File: src/fgyrus_pkg.sv
/* Shared definitions for the FFT sequencer
   Sample type, controller phase enum, post-normalization codes and shift lookup */
`default_nettype none

package fgyrus_pkg;

  localparam int DATA_W = 32;                 // One real or imaginary part

  typedef logic signed [DATA_W-1:0] sample_t;

  // Controller phase, also visible at the top level as the present state
  typedef enum logic [1:0] {
    IDLE_S     = 2'd0,
    DECIMATE_S = 2'd1,
    FFT_S      = 2'd2,
    OUTPUT_S   = 2'd3
  } fsm_state_e;

  // Post-normalization codes, named after the divisor
  typedef enum logic [3:0] {
    NORM_NONE  = 4'd0,
    NORM_16    = 4'd1,
    NORM_128   = 4'd2,
    NORM_256   = 4'd3,
    NORM_4096  = 4'd4,
    NORM_65536 = 4'd5
  } post_norm_e;

  // Right shift for a normalization code, unknown codes pass data unshifted
  function automatic logic [4:0] norm_shift(post_norm_e code);
    case (code)
      NORM_NONE:  return 5'd0;
      NORM_16:    return 5'd4;
      NORM_128:   return 5'd7;
      NORM_256:   return 5'd8;
      NORM_4096:  return 5'd12;
      NORM_65536: return 5'd16;
      default:    return 5'd0;
    endcase
  endfunction

endpackage

`default_nettype wire

File: src/cache_port_if.sv
/* Read and write access of one client to the FFT cache */
`timescale 1ns/10ps
`default_nettype none

interface cache_port_if #(
  parameter int NO_SAMPLES = 128
);

  import fgyrus_pkg::*;

  localparam int AW = $clog2(NO_SAMPLES);

  logic [AW-1:0] rd_addr;   // Data shows up one cycle later
  sample_t       rd_real;
  sample_t       rd_im;

  logic          wr_en;
  logic [AW-1:0] wr_addr;
  sample_t       wr_real;
  sample_t       wr_im;

  // Client side drives addresses and write data
  modport client (
    output rd_addr, wr_en, wr_addr, wr_real, wr_im,
    input  rd_real, rd_im
  );

  // Cache side answers with registered read data
  modport cache (
    input  rd_addr, wr_en, wr_addr, wr_real, wr_im,
    output rd_real, rd_im
  );

endinterface

`default_nettype wire

File: src/butterfly_seq.sv
/* In-place radix-2 stage walker with a Wishbone classic butterfly master
   Reads each pair from the cache, sends it out and writes both results back */
`timescale 1ns/10ps
`default_nettype none

module butterfly_seq #(
  parameter int NO_SAMPLES = 128
) (
  input  wire                         clk_ir,
  input  wire                         rst_il,
  input  wire fgyrus_pkg::fsm_state_e phase,
  output logic                        stages_done,
  cache_port_if.client                cache,

  output logic                        bfly_cyc,
  output logic                        bfly_stb,
  output fgyrus_pkg::sample_t         bfly_a_real,
  output fgyrus_pkg::sample_t         bfly_a_im,
  output fgyrus_pkg::sample_t         bfly_b_real,
  output fgyrus_pkg::sample_t         bfly_b_im,
  input  wire                         bfly_ack,
  input  wire fgyrus_pkg::sample_t    bfly_a_real_res,
  input  wire fgyrus_pkg::sample_t    bfly_a_im_res,
  input  wire fgyrus_pkg::sample_t    bfly_b_real_res,
  input  wire fgyrus_pkg::sample_t    bfly_b_im_res
);

  import fgyrus_pkg::*;

  localparam int AW = $clog2(NO_SAMPLES);
  localparam int SW = $clog2(AW);

  typedef enum logic [2:0] {
    BF_RD_A,   // Present address of A, also the rest state
    BF_RD_B,   // Present address of B, A comes back
    BF_BUS,    // Wishbone cycle, held until ack
    BF_WR_A,
    BF_WR_B,
    BF_FIN     // All stages done, wait for the phase to move on
  } bf_state_e;

  bf_state_e     state;
  logic [SW-1:0] stage;
  logic [AW-2:0] group;
  logic [AW-2:0] offset;
  logic [AW-1:0] span;       // 2 to the power stage
  logic [AW-1:0] idx_a;
  logic [AW-1:0] idx_b;
  logic          offset_last;
  logic          pair_last;
  logic          stage_last;
  sample_t       a_real_q;
  sample_t       a_im_q;
  sample_t       b_real_q;
  sample_t       b_im_q;

  // Insert a zero at bit position stage, A and B differ only in that bit
  assign span        = AW'(1) << stage;
  assign idx_a       = ({group, 1'b0} << stage) | {1'b0, offset};
  assign idx_b       = idx_a | span;
  assign offset_last = ({1'b0, offset} == span - 1'b1);
  assign pair_last   = &idx_b;                     // B lands on the top entry
  assign stage_last  = (stage == SW'(AW - 1));

  always_ff @(posedge clk_ir or negedge rst_il)
  begin
    if (!rst_il)
    begin
      state       <= BF_RD_A;
      stage       <= '0;
      group       <= '0;
      offset      <= '0;
      bfly_cyc    <= 1'b0;
      bfly_stb    <= 1'b0;
      stages_done <= 1'b0;
    end
    else
    begin
      stages_done <= 1'b0;
      case (state)
        BF_RD_A:
          if (phase == FFT_S)
            state <= BF_RD_B;
        BF_RD_B:
        begin
          bfly_cyc <= 1'b1;
          bfly_stb <= 1'b1;
          state    <= BF_BUS;
        end
        BF_BUS:
          if (bfly_ack)
          begin
            bfly_cyc <= 1'b0;
            bfly_stb <= 1'b0;
            state    <= BF_WR_A;
          end
        BF_WR_A:
          state <= BF_WR_B;
        BF_WR_B:
        begin
          if (pair_last)
          begin
            group  <= '0;
            offset <= '0;
            stage  <= stage_last ? '0 : stage + 1'b1;
          end
          else if (offset_last)
          begin
            offset <= '0;
            group  <= group + 1'b1;
          end
          else
            offset <= offset + 1'b1;
          stages_done <= pair_last && stage_last;
          state       <= (pair_last && stage_last) ? BF_FIN : BF_RD_A;
        end
        BF_FIN:
          if (phase != FFT_S)
            state <= BF_RD_A;
        default:
          state <= BF_RD_A;
      endcase
    end
  end

  // A is registered, results are captured in the ack cycle
  always_ff @(posedge clk_ir)
  begin
    if (state == BF_RD_B)
    begin
      bfly_a_real <= cache.rd_real;
      bfly_a_im   <= cache.rd_im;
    end
    if (state == BF_BUS && bfly_ack)
    begin
      a_real_q <= bfly_a_real_res;
      a_im_q   <= bfly_a_im_res;
      b_real_q <= bfly_b_real_res;
      b_im_q   <= bfly_b_im_res;
    end
  end

  // B comes straight from the cache read register, held while rd_addr stays on B
  assign bfly_b_real = cache.rd_real;
  assign bfly_b_im   = cache.rd_im;

  assign cache.rd_addr = (state == BF_RD_A) ? idx_a : idx_b;
  assign cache.wr_en   = (state == BF_WR_A) || (state == BF_WR_B);
  assign cache.wr_addr = (state == BF_WR_A) ? idx_a : idx_b;
  assign cache.wr_real = (state == BF_WR_A) ? a_real_q : b_real_q;
  assign cache.wr_im   = (state == BF_WR_A) ? a_im_q : b_im_q;

endmodule

`default_nettype wire

File: src/flat_wrapper.sv
// flat-port wrapper written by rule: the top's interface ports become plain ports
module butterfly_seq_flat import fgyrus_pkg::*;
#(
  parameter int NO_SAMPLES = 128
)
  (clk_ir, rst_il, phase, stages_done, bfly_cyc, bfly_stb, bfly_a_real, bfly_a_im, bfly_b_real, bfly_b_im, bfly_ack, bfly_a_real_res, bfly_a_im_res, bfly_b_real_res, bfly_b_im_res, cache_rd_addr, cache_wr_en, cache_wr_addr, cache_wr_real, cache_wr_im, cache_rd_real, cache_rd_im);
  cache_port_if #(.NO_SAMPLES(NO_SAMPLES)) cache_i ();
  input  wire clk_ir;
  input  wire rst_il;
  input  wire fgyrus_pkg::fsm_state_e phase;
  output logic stages_done;
  output logic bfly_cyc;
  output logic bfly_stb;
  output fgyrus_pkg::sample_t bfly_a_real;
  output fgyrus_pkg::sample_t bfly_a_im;
  output fgyrus_pkg::sample_t bfly_b_real;
  output fgyrus_pkg::sample_t bfly_b_im;
  input  wire bfly_ack;
  input  wire fgyrus_pkg::sample_t bfly_a_real_res;
  input  wire fgyrus_pkg::sample_t bfly_a_im_res;
  input  wire fgyrus_pkg::sample_t bfly_b_real_res;
  input  wire fgyrus_pkg::sample_t bfly_b_im_res;
  output wire logic [$bits(cache_i.rd_addr)-1:0] cache_rd_addr;
  output wire logic [$bits(cache_i.wr_en)-1:0] cache_wr_en;
  output wire logic [$bits(cache_i.wr_addr)-1:0] cache_wr_addr;
  output wire logic [$bits(cache_i.wr_real)-1:0] cache_wr_real;
  output wire logic [$bits(cache_i.wr_im)-1:0] cache_wr_im;
  input wire logic [$bits(cache_i.rd_real)-1:0] cache_rd_real;
  input wire logic [$bits(cache_i.rd_im)-1:0] cache_rd_im;
  assign cache_rd_addr = cache_i.rd_addr;
  assign cache_wr_en = cache_i.wr_en;
  assign cache_wr_addr = cache_i.wr_addr;
  assign cache_wr_real = cache_i.wr_real;
  assign cache_wr_im = cache_i.wr_im;
  assign cache_i.rd_real = cache_rd_real;
  assign cache_i.rd_im = cache_rd_im;
  butterfly_seq #(.NO_SAMPLES(NO_SAMPLES)) u_core (.clk_ir(clk_ir), .rst_il(rst_il), .phase(phase), .stages_done(stages_done), .cache(cache_i), .bfly_cyc(bfly_cyc), .bfly_stb(bfly_stb), .bfly_a_real(bfly_a_real), .bfly_a_im(bfly_a_im), .bfly_b_real(bfly_b_real), .bfly_b_im(bfly_b_im), .bfly_ack(bfly_ack), .bfly_a_real_res(bfly_a_real_res), .bfly_a_im_res(bfly_a_im_res), .bfly_b_real_res(bfly_b_real_res), .bfly_b_im_res(bfly_b_im_res));
endmodule
File: config.mk
export PLATFORM = sky130hd
export DESIGN_NAME = butterfly_seq_flat
export DESIGN_NICKNAME = d
export VERILOG_FILES = /design/src/fgyrus_pkg.sv /design/src/cache_port_if.sv /design/src/butterfly_seq.sv /design/src/flat_wrapper.sv
export SDC_FILE = /design/constraint.sdc
export NUM_CORES = 1
export LEC_CHECK = 0
export ABC_AREA = 0
export ABC_CLOCK_PERIOD_IN_PS = 4000
export BUFFER_PORTS_ARGS = -buffer_cell sky130_fd_sc_hd__buf_2
export CAP_MARGIN = 20
export CORE_AREA = 2 2 157 159
export DETAILED_ROUTE_END_ITERATION = 7
export DIE_AREA = 0 0 159 161
export PLACE_DENSITY = 0.68
export SYNTH_ARGS = -nofsm -noshare
export SYNTH_HDL_FRONTEND = slang
export SYNTH_SLANG_ARGS = --single-unit
File: constraint.sdc
create_clock -name clk_ir -period 4 [get_ports clk_ir]
set_clock_uncertainty 0.05 [all_clocks]
set_input_delay 0.2 -clock clk_ir [delete_from_list [all_inputs] [get_ports clk_ir]]
set_output_delay 0.2 -clock clk_ir [all_outputs]
set_load 0.005 [all_outputs]
==> flow_summary.ini, run 1 <==
[logic_synthesis]
yosysSeqAreaShare_pct = 70.9
synth-edff-count = 192
synth_cells = 675
syn_area_per_cell_um2 = 13.1
synthArstFlopShare_pct = 9.43
ys_warn_count = 0
syn_nets = 877
synthFlopType = edfxtp_1
synth.distinct_cells = 62
ys_seq_elements = 212
syn_area_mm2 = 0.00884

[routing]
dr.first_iter.drc_count = 439
drc = 0
routed_wl_um = 28900
vias = 7249
ant_nets = 0
viasPerCell = 4.65
dr.pass1.iters = 5
drt-wirelength-per-cell_um = 18.5

[pwr]
vdd_drop_max_uv = 444
powerDensity_mw_per_mm2 = 535
p_leak_nw = 5.82

[sta]
worst_pin_slew_ns = 0.858
max_slew_margin_pct = 42.8
period_minus_slack_ns = 3.09
slew_violations = 0
setup_viol = 0
finalHoldViolCount = 0
rsz0062_at_grt = no
setup_tns_ns = 0
period_share_pct = 77.3
fmax_mhz = 323
layout_setup_ws_ns = 0.907

[grt]
antenna_found_initial = 5
grt_usage_pct = 21.7
grt_overflow_total = 0
first_global_vias = 7541
grt_first_pass_wirelength_um = 42700
grt_max_degree = 61

[setup_path]
reg2reg_from = u_core.stage[2]
crit_buf_inv = 1
critPathMaxStageDelay_ns = 0.48
crit_path_end = u_core.group[4]
r2r_setup_slack_ns = 0.91
worst-endpoint-required_ns = 4.34
worst_path_max_delay_cell = dfrtp_1
cp_num_cells = 11
path_max_fanout = 15
critPathLaunch = u_core.stage[2]
path_cells = buf_4 -> nor2_2 -> nand2_1 -> ha_1 -> nand2b_4 -> mux2_2 -> a21oi_1 -> nand3_1 -> nor4_1 -> mux2_1 -> a22o_1
r2r_cells = 11
reg2reg_to = u_core.group[4]
cp-start-kind = register
worstSetupPathType = reg -> reg
end_kind = register
crit_family = simple AND/OR/NAND/NOR gates
worstPathArrival_ns = 3.44

[clock_tree]
cts-resized-gates = 0
tritoncts = built
clock_latency_ns = 0.51
clockBufferDepth = 3
clk_pin_slew_worst_paths_ns = 0.06
clockRootBuffer = clkbuf_16
numCtsBuffers = 23
cts.sinks = 212
ctsHtreeMaxLevel = 1

[place]
port_buffers = 406
hpwlAfterDp_um = 18500
post-place-ws_ns = 0.970
place_congestion = 0.827

[die]
rows = 57
ios = 407
dieArea_mm2 = 0.0256
fp.dieH_um = 161
fp.coreArea_mm2 = 0.0240
die_w_um = 159
start_util_pct = 36.9

[layout]
syn_to_final_growth_pct = 52.0
drive_above_1_share_pct = 38.9
nNetsFinal = 1417
mostFrequentLayoutCell = buf_2
final_cell_mix = buf_2, nand2_1, dlygate4sd3_1, edfxtp_1, nor2_1

[run_status]
status = finished, final reports clean

[run]
cap_violations = 0

[min_path]
hp-class = in -> reg
flip-flops by register name, indices dropped and copies added (netlist names):
name                cells
u_core.bfly_a_im       32
u_core.a_im_q          32
u_core.b_real_q        32
u_core.b_im_q          32
u_core.bfly_a_real     32
u_core.offset           6
u_core.stages_done      1
u_core.bfly_cyc         1
u_core.a_real_q        32
u_core.stage            3
u_core.group            6
u_core.state            3
where the power goes:
part | switching (mW) | leakage, nW | internal (mW)
Combinational | 1.13 | 3.43 | 0.782
Sequential | 0.182 | 2.02 | 2.97
Clock | 0.889 | 0.363 | 1.25
synth_stat cells, types with 2 or more instances:
cell | count | area share [%]
buf_2 | 3 | 0.17
mux2i_1 | 3 | 0.34
ha_1 | 5 | 0.71
nor4_1 | 2 | 0.14
nor2b_1 | 4 | 0.28
and2_1 | 2 | 0.14
o21ai_2 | 2 | 0.20
nor2_1 | 26 | 1.1
nor3_1 | 6 | 0.34
buf_6 | 3 | 0.38
o21ai_0 | 16 | 0.91
mux2_2 | 4 | 0.51
nand3_1 | 4 | 0.23
xnor2_1 | 4 | 0.40
a21oi_2 | 2 | 0.20
dfrtp_1 | 20 | 5.7
nand4b_1 | 2 | 0.20
nand2b_1 | 3 | 0.21
and3_1 | 4 | 0.28
inv_1 | 10 | 0.42
a31o_1 | 2 | 0.20
a21o_1 | 3 | 0.25
o22ai_1 | 4 | 0.28
mux4_2 | 2 | 0.51
buf_4 | 68 | 5.8
or3_1 | 2 | 0.14
edfxtp_1 | 192 | 65
clkbuf_1 | 19 | 0.81
nand2_1 | 208 | 8.8
a22o_1 | 4 | 0.40
a21oi_1 | 11 | 0.62
o21a_1 | 3 | 0.25
nor2_2 | 2 | 0.14
a211oi_1 | 2 | 0.17
kinds of logic after synthesis:
logic type               Yosys count  synth area share, %
XOR/XNOR                           6                0.680
AND/OR/NAND/NOR                  275                 13.2
flip-flops                       212                 70.9
multiplexers                      10                 1.49
adder cells (fa/ha/maj)            5                0.708
buffers and inverters            105                 7.79
AO/OA/AOI/OAI                     62                 5.24
worst register-to-register path, stage by stage (launching register included):
cell      delay (ns)
dfrtp_1         0.48
buf_4           0.24
nor2_2          0.18
nand2_1         0.08
ha_1            0.25
nand2b_4        0.11
mux2_2          0.33
a21oi_1         0.14
nand3_1         0.21
nor4_1          0.37
mux2_1          0.36
a22o_1          0.20
through the flow:
| step | hold WS (ns) | instances | instance area [um2] | utilization [%] | total power, mW |
|---|---|---|---|---|---|
| floorplan | -0.146 | 675 | 8840 | - | 4.03 |
| CTS | 0.0000207 | 1555 | 13400 | 56.0 | 7.22 |
| detailed placement | 0.155 | 1321 | 10800 | 44.9 | 4.93 |
| global route | 0.0448 | 1559 | 13400 | 56.1 | 7.54 |
| global placement | 0.148 | 1321 | 10800 | 44.9 | 4.89 |
| finish | 0.0525 | 1559 | 13400 | 56.1 | 7.19 |
cell type report:
class | instances | area, um2
fill | 1922 | 10500
sequential | 212 | 6270
timing repair buffer | 610 | 4070
multi-input combinational | 358 | 1900
clock buffer | 25 | 583
tap | 324 | 405
clock inverter | 16 | 159
inverter | 10 | 37.5
antenna | 4 | 10.0
layer usage:
layer / global-route usage, % / share of wire [%] / vias to the layer above
met5: 0 / 0 / -
met4: 8.72 / 3.7 / 0
met3: 6.73 / 8.6 / 70
met2: 38.8 / 51 / 341
met1: 24.1 / 37 / 3458
li1: - / - / 3380
worst min path at each step:
stage	start	to	slack, ns	cells past startpoint
after detailed placement	rst_il	u_core.offset[3]	0.16	1
after global routing	phase[0]	u_core.state[0]	0.04	4
after CTS	phase[0]	u_core.state[0]	0.00002	4
after floorplan	rst_il	u_core.bfly_cyc	-0.15	0
after global placement	rst_il	u_core.stages_done	0.15	1
final	phase[0]	u_core.state[0]	0.05	4
timing repair:
item,4_1_cts,5_1_grt
buffers inserted,0,0
hold buffers,193,0
hold endpoints to repair,212,0
Note: power is estimated with default switching activity, not from simulation.
==> inputs of run 2 (changes only) <==
--- a/config.mk
+++ b/config.mk
@@ -5,8 +5,8 @@
 export SDC_FILE = /design/constraint.sdc
 export NUM_CORES = 1
 export LEC_CHECK = 0
-export ABC_AREA = 0
-export ABC_CLOCK_PERIOD_IN_PS = 4000
+export ABC_AREA = 1
+export ABC_CLOCK_PERIOD_IN_PS = 2600
 export BUFFER_PORTS_ARGS = -buffer_cell sky130_fd_sc_hd__buf_2
 export CAP_MARGIN = 20
 export CORE_AREA = 2 2 157 159
==> constraint.sdc (replaced) <==
create_clock -name clk_ir -period 2.6 [get_ports clk_ir]
set_clock_uncertainty 0.05 [all_clocks]
set_input_delay 0.13 -clock clk_ir [delete_from_list [all_inputs] [get_ports clk_ir]]
set_output_delay 0.13 -clock clk_ir [all_outputs]
set_load 0.005 [all_outputs]
==> run 2 against run 1 <==
Cell count grew 4.7%; sequential share of layout area is 0.31 points lower; combinational power grew 69%; highest routed layer is now met5; worst setup slack worse by 0.74 ns; critical path type unchanged; synthesized cell count grew 8.4%; design area grew 0.70%; area after synthesis down 0.44%; power rose by 57%; die area is the same; critical path depth unchanged.
==> flow_summary.ini, run 2 <==
[run_status]
status = finished, final reports clean

[routing]
dr.pass1.iters = 5
viasPerCell = 4.59
routed_wl_um = 30900
drc = 0
ant_nets = 0
dr.first_iter.drc_count = 492
vias = 7499
drt-wirelength-per-cell_um = 18.9

[grt]
grt_overflow_total = 0
grt_first_pass_wirelength_um = 45200
grt_max_degree = 73
antenna_found_initial = 8
grt_usage_pct = 23.1
first_global_vias = 7787

[setup_path]
end_kind = register
critPathMaxStageDelay_ns = 0.55
worst_path_max_delay_cell = dfrtp_1
path_common_cell = nand2_1
r2r_setup_slack_ns = 0.17
worstPathArrival_ns = 2.77
worst-endpoint-required_ns = 2.94
path_max_fanout = 13
cp-start-kind = register
path_cells = inv_4 -> ha_1 -> inv_1 -> nand4_1 -> nand2_1 -> nor2_1 -> nand3_1 -> nand2_1 -> nand2_1 -> nand2_1 -> dlygate4sd3_1
worstSetupPathType = reg -> reg

[pwr]
p_clk_share_pct = 28.4
power.total_mw = 11.3
vdd_drop_max_uv = 758
combPwrFrac_pct = 28.6
p_leak_nw = 6.15
p_sw_mw = 3.59
p_int_mw = 7.70
powerDensity_mw_per_mm2 = 835
power_frac_seq_pct = 43.0
sw_frac_of_total_pct = 31.8

[logic_synthesis]
yosysTopAreaCellShare_pct = 65.5
synth.distinct_cells = 34
ys_seq_elements = 212
synth.area.top_cells = edfxtp_1, nand2_1, dfrtp_1
synthFlopType = edfxtp_1
yosysSeqAreaShare_pct = 71.2
synth_cells = 732
syn_nets = 934
synth_commonest_cells = nand2_1, edfxtp_1, buf_4, inv_1, nand3_1
ys_warn_count = 0
syn_area_per_cell_um2 = 12.0
syn_area_mm2 = 0.00880
synthArstFlopShare_pct = 9.43
yosysTopAreaCell = edfxtp_1
synth-edff-count = 192
synthMostInstantiatedCell = nand2_1

[die]
start_util_pct = 36.7
rows = 57
ios = 407
die_w_um = 159
dieArea_mm2 = 0.0256
fp.dieH_um = 161
fp.coreArea_mm2 = 0.0240

[sta]
fmax_mhz = 411
worst_pin_slew_ns = 0.517
period_share_pct = 93.5
period_minus_slack_ns = 2.43
setup_viol = 0
slew_violations = 0
rsz0062_at_grt = no
max_slew_margin_pct = 65.5
finalHoldViolCount = 0
whs_ns = 0.0656
setup_tns_ns = 0

[place]
hpwlAfterDp_um = 19800
place_congestion = 0.847
port_buffers = 406

[clock_tree]
tritoncts = built
numCtsBuffers = 23
cts.sinks = 212
clockRootBuffer = clkbuf_16
clk_pin_slew_worst_paths_ns = 0.06
clock_latency_ns = 0.51
clockBufferDepth = 3
ctsHtreeMaxLevel = 1

[min_path]
hp-class = in -> async

[layout]
mostFrequentLayoutCell = buf_2
nNetsFinal = 1488
seqCellArea_mm2 = 0.00627
multiInputGateArea_mm2 = 0.00181
syn_to_final_growth_pct = 53.8
drive_above_1_share_pct = 36.9
final_cell_mix = buf_2, nand2_1, dlygate4sd3_1, edfxtp_1, inv_1
nFillCells = 1974

[run]
cap_violations = 0
[run 2: cells by family after synthesis]
family	share of synthesized area (%)
buffers and inverters	8.45
AND/OR/NAND/NOR	17.1
adder cells (fa/ha/maj)	0.711
flip-flops	71.2
XOR/XNOR	0.797
AO/OA/AOI/OAI	1.72
[run 2: metal layers]
layer / part of all wire (%) / GRT usage, %
met1: 37 / 26.4
met2: 50 / 40.5
met3: 7.9 / 6.63
met4: 4.7 / 10.3
met5: 0.042 / 0
[run 2: timing repair]
item / in CTS / in global routing
endpoints found under the setup margin: 0 / 2
hold buffers: 197 / 0
setup buffers: 0 / 3
endpoints found under the hold margin: 215 / 0
gates resized for setup: 0 / 3
[run 2: worst max-delay path, delay by kind of cell, from the launching register on]
family	cells	cell delay, ns
fa+ha+maj	1	0.26
buf+inv	3	0.84
flops	1	0.55
simple gates	7	0.60
[run 2: through the flow]
stage | std cells | util, % | instance area [um2] | setup slack, ns
CTS | 1623 | 56.3 | 13500 | 0.0345
floorplan | 732 | - | 8820 | -0.365
finish | 1633 | 56.5 | 13500 | 0.169
global route | 1633 | 56.5 | 13500 | 0.0234
global placement | 1385 | 45.0 | 10800 | 0.291
detailed placement | 1385 | 45.0 | 10800 | 0.271
[run 2: power groups by stage]
| stage | combinational (mW) | clock, mW | sequential (mW) |
|---|---|---|---|
| 6_report | 3.23 | 3.20 | 4.86 |
| 5_1_grt | 3.54 | 3.36 | 4.92 |
| 4_1_cts | 3.20 | 3.22 | 4.83 |
| 3_5_place_dp | 2.92 | 0 | 4.88 |
| 3_3_place_gp | 2.91 | 0 | 4.87 |
| 2_1_floorplan | 1.35 | 0 | 4.92 |
[run 2: final cells by class]
type | count | area share (%)
clock buffer | 28 | 4.39
sequential | 212 | 46.3
clock inverter | 13 | 0.971
tap | 324 | 3.00
antenna | 7 | 0.129
inverter | 40 | 1.15
timing repair buffer | 613 | 30.6
multi-input combinational | 396 | 13.4
[run 2: worst paths after layout]
kind                              startpoint                  to  cells past startpoint
setup / recovery             u_core.stage[2]     u_core.state[0]                     11
hold / removal                        rst_il  u_core.stages_done                      2
setup reg to reg             u_core.stage[2]     u_core.state[0]                     11
hold reg to reg              u_core.group[5]     u_core.group[5]                      2
max in group asynchronous             rst_il     u_core.stage[1]                      2
min in group clk_ir        bfly_b_im_res[15]   u_core.b_im_q[15]                      2
==> inputs of run 3 (changes only) <==
--- a/config.mk
+++ b/config.mk
@@ -6,13 +6,14 @@
 export NUM_CORES = 1
 export LEC_CHECK = 0
 export ABC_AREA = 1
-export ABC_CLOCK_PERIOD_IN_PS = 2600
+export ABC_CLOCK_PERIOD_IN_PS = 2800
 export BUFFER_PORTS_ARGS = -buffer_cell sky130_fd_sc_hd__buf_2
 export CAP_MARGIN = 20
-export CORE_AREA = 2 2 157 159
+export CORE_AREA = 2 2 156 158
 export DETAILED_ROUTE_END_ITERATION = 7
-export DIE_AREA = 0 0 159 161
-export PLACE_DENSITY = 0.68
+export DIE_AREA = 0 0 158 160
+export PLACE_DENSITY = 0.66
+export SETUP_SLACK_MARGIN = 0.5
 export SYNTH_ARGS = -nofsm -noshare
 export SYNTH_HDL_FRONTEND = slang
 export SYNTH_SLANG_ARGS = --single-unit
==> constraint.sdc (replaced) <==
create_clock -name clk_ir -period 2.8 [get_ports clk_ir]
set_clock_uncertainty 0.05 [all_clocks]
set_input_delay 0.14 -clock clk_ir [delete_from_list [all_inputs] [get_ports clk_ir]]
set_output_delay 0.14 -clock clk_ir [all_outputs]
set_load 0.005 [all_outputs]
==> run 3 against run 2 <==
Wire length grew 1.4%; sequential share of layout area down 0.59 points; clock-buffer cell count is the same; highest routed layer is now met4; register-to-register slack better by 0.49 ns; power decreased by 4.9%; global-route usage up 0.83 points; critical endpoint is now cache_wr_im[10]; first-iteration DRC count is 29% higher; largest cell class unchanged; flip-flop and latch count stayed put; design area increased by 1.3%.
==> flow_summary.ini, run 3 (synthesis results as in run 2) <==
[sta]
worst_pin_slew_ns = 0.486
rsz0062_at_grt = yes
period_share_pct = 78.7
fmax_mhz = 454
max_slew_margin_pct = 67.6
whs_ns = 0.0477
period_minus_slack_ns = 2.20
finalHoldViolCount = 0
slew_violations = 0
setup_viol = 0

[place]
place_congestion = 0.873
port_buffers = 406
hpwlAfterDp_um = 19900
post_dp_cell_area_mm2 = 0.0108

[clock_tree]
ctsHtreeMaxLevel = 1
clockRootBuffer = clkbuf_16
cts.sinks = 212
tritoncts = built
clockBufferDepth = 3
clk_pin_slew_worst_paths_ns = 0.06
numCtsBuffers = 24
clock_latency_ns = 0.51

[grt]
grt_overflow_total = 0
grt_first_pass_wirelength_um = 45300
grt_max_degree = 70
first_global_vias = 8055
grt_usage_pct = 24.0
antenna_found_initial = 2

[routing]
wl_met3_um = 2590
routed_wl_um = 31300
dr.first_iter.drc_count = 633
drt-met1-wl_um = 11400
drc = 0
vias = 7684
viasPerCell = 4.69
dr.pass1.iters = 5
met2_length_um = 16000
highest_layer = met4
ant_nets = 0
drt-wirelength-per-cell_um = 19.1

[setup_path]
critPathLaunch = u_core.state[2]
crit_path_end = cache_wr_im[10]
path_max_fanout = 18
worstSetupPathType = reg -> out
r2r_setup_slack_ns = 0.66
reg2reg_from = u_core.stage[0]
worstPathArrival_ns = 2.01
worst-endpoint-required_ns = 2.61
end_kind = output pin
reg2reg_to = u_core.group[0]
cp-start-kind = register
r2r_cells = 11

[die]
rows = 57
dieArea_mm2 = 0.0253
die_w_um = 158
ios = 407
fp.dieH_um = 160
start_util_pct = 36.9
fp.coreArea_mm2 = 0.0238

[pwr]
power.total_mw = 10.7
p_leak_nw = 6.24
powerDensity_mw_per_mm2 = 783
vdd_drop_max_uv = 639

[layout]
final_cell_area_mm2 = 0.0137
mostFrequentLayoutCell = buf_2
seqCellArea_mm2 = 0.00627
multiInputGateArea_mm2 = 0.00182
final_core_util_pct = 57.6
syn_to_final_growth_pct = 55.9
nFillCells = 1966
final_cell_mix = buf_2, nand2_1, dlygate4sd3_1, edfxtp_1, inv_1
drive_above_1_share_pct = 38.0
nNetsFinal = 1499

[run]
cap_violations = 0

[run_status]
status = finished, final reports clean

[min_path]
hp-class = in -> reg
run 3: worst min-delay path by stage:
stage                  start            endpoint  slack (ns)  cells after the start
finish              phase[1]     u_core.state[0]        0.05                      5
global route        phase[1]     u_core.state[0]        0.07                      5
CTS                 phase[1]     u_core.state[0]        0.01                      5
detailed placement    rst_il  u_core.stages_done        0.08                      1
global placement      rst_il  u_core.stages_done        0.07                      1
floorplan             rst_il     u_core.bfly_cyc       -0.21                      0
run 3: routing by layer:
layer	up-vias	GRT usage (%)
li1	3535	-
met2	400	41.2
met4	0	10.4
met1	3668	27.5
met3	81	7.19
met5	-	0
run 3: repair_timing:
action	in CTS	in global routing
hold buffers	195	0
setup endpoints to repair	48	80
setup buffers	2	11
hold endpoints to repair	215	0
gates resized for setup	2	13
gates cloned	1	2
pin swaps	1	2
run 3: power breakdown:
group | switching (mW) | internal (mW)
logic | 1.91 | 1.29
clock network | 1.23 | 1.79
registers | 0.239 | 4.27
total | 3.38 | 7.35
run 3: critical path, stage by stage (launching register included):
cell     delay (ns)
dfrtp_2        0.44
nor3_4         0.20
buf_4          0.17
buf_6          0.12
buf_12         0.17
nand2_1        0.06
nand2_1        0.17
buf_2          0.16
run 3: per-stage QoR:
step / TNS [ns] / setup slack [ns] / cells
global placement: 0 / 0.514 / 1384
CTS: 0 / 0.505 / 1623
detailed placement: 0 / 0.420 / 1384
floorplan: -21.10 / -0.165 / 732
finish: 0 / 0.598 / 1639
global route: 0 / 0.494 / 1638
run 3: cell type report:
cell class                 count  share of cell area [%]
timing repair buffer         623                    31.3
multi-input combinational    396                    13.3
clock buffer                  28                    4.65
clock inverter                13                   0.803
inverter                      40                    1.21
antenna                        3                  0.0548
tap                          324                    2.96
sequential                   212                    45.7
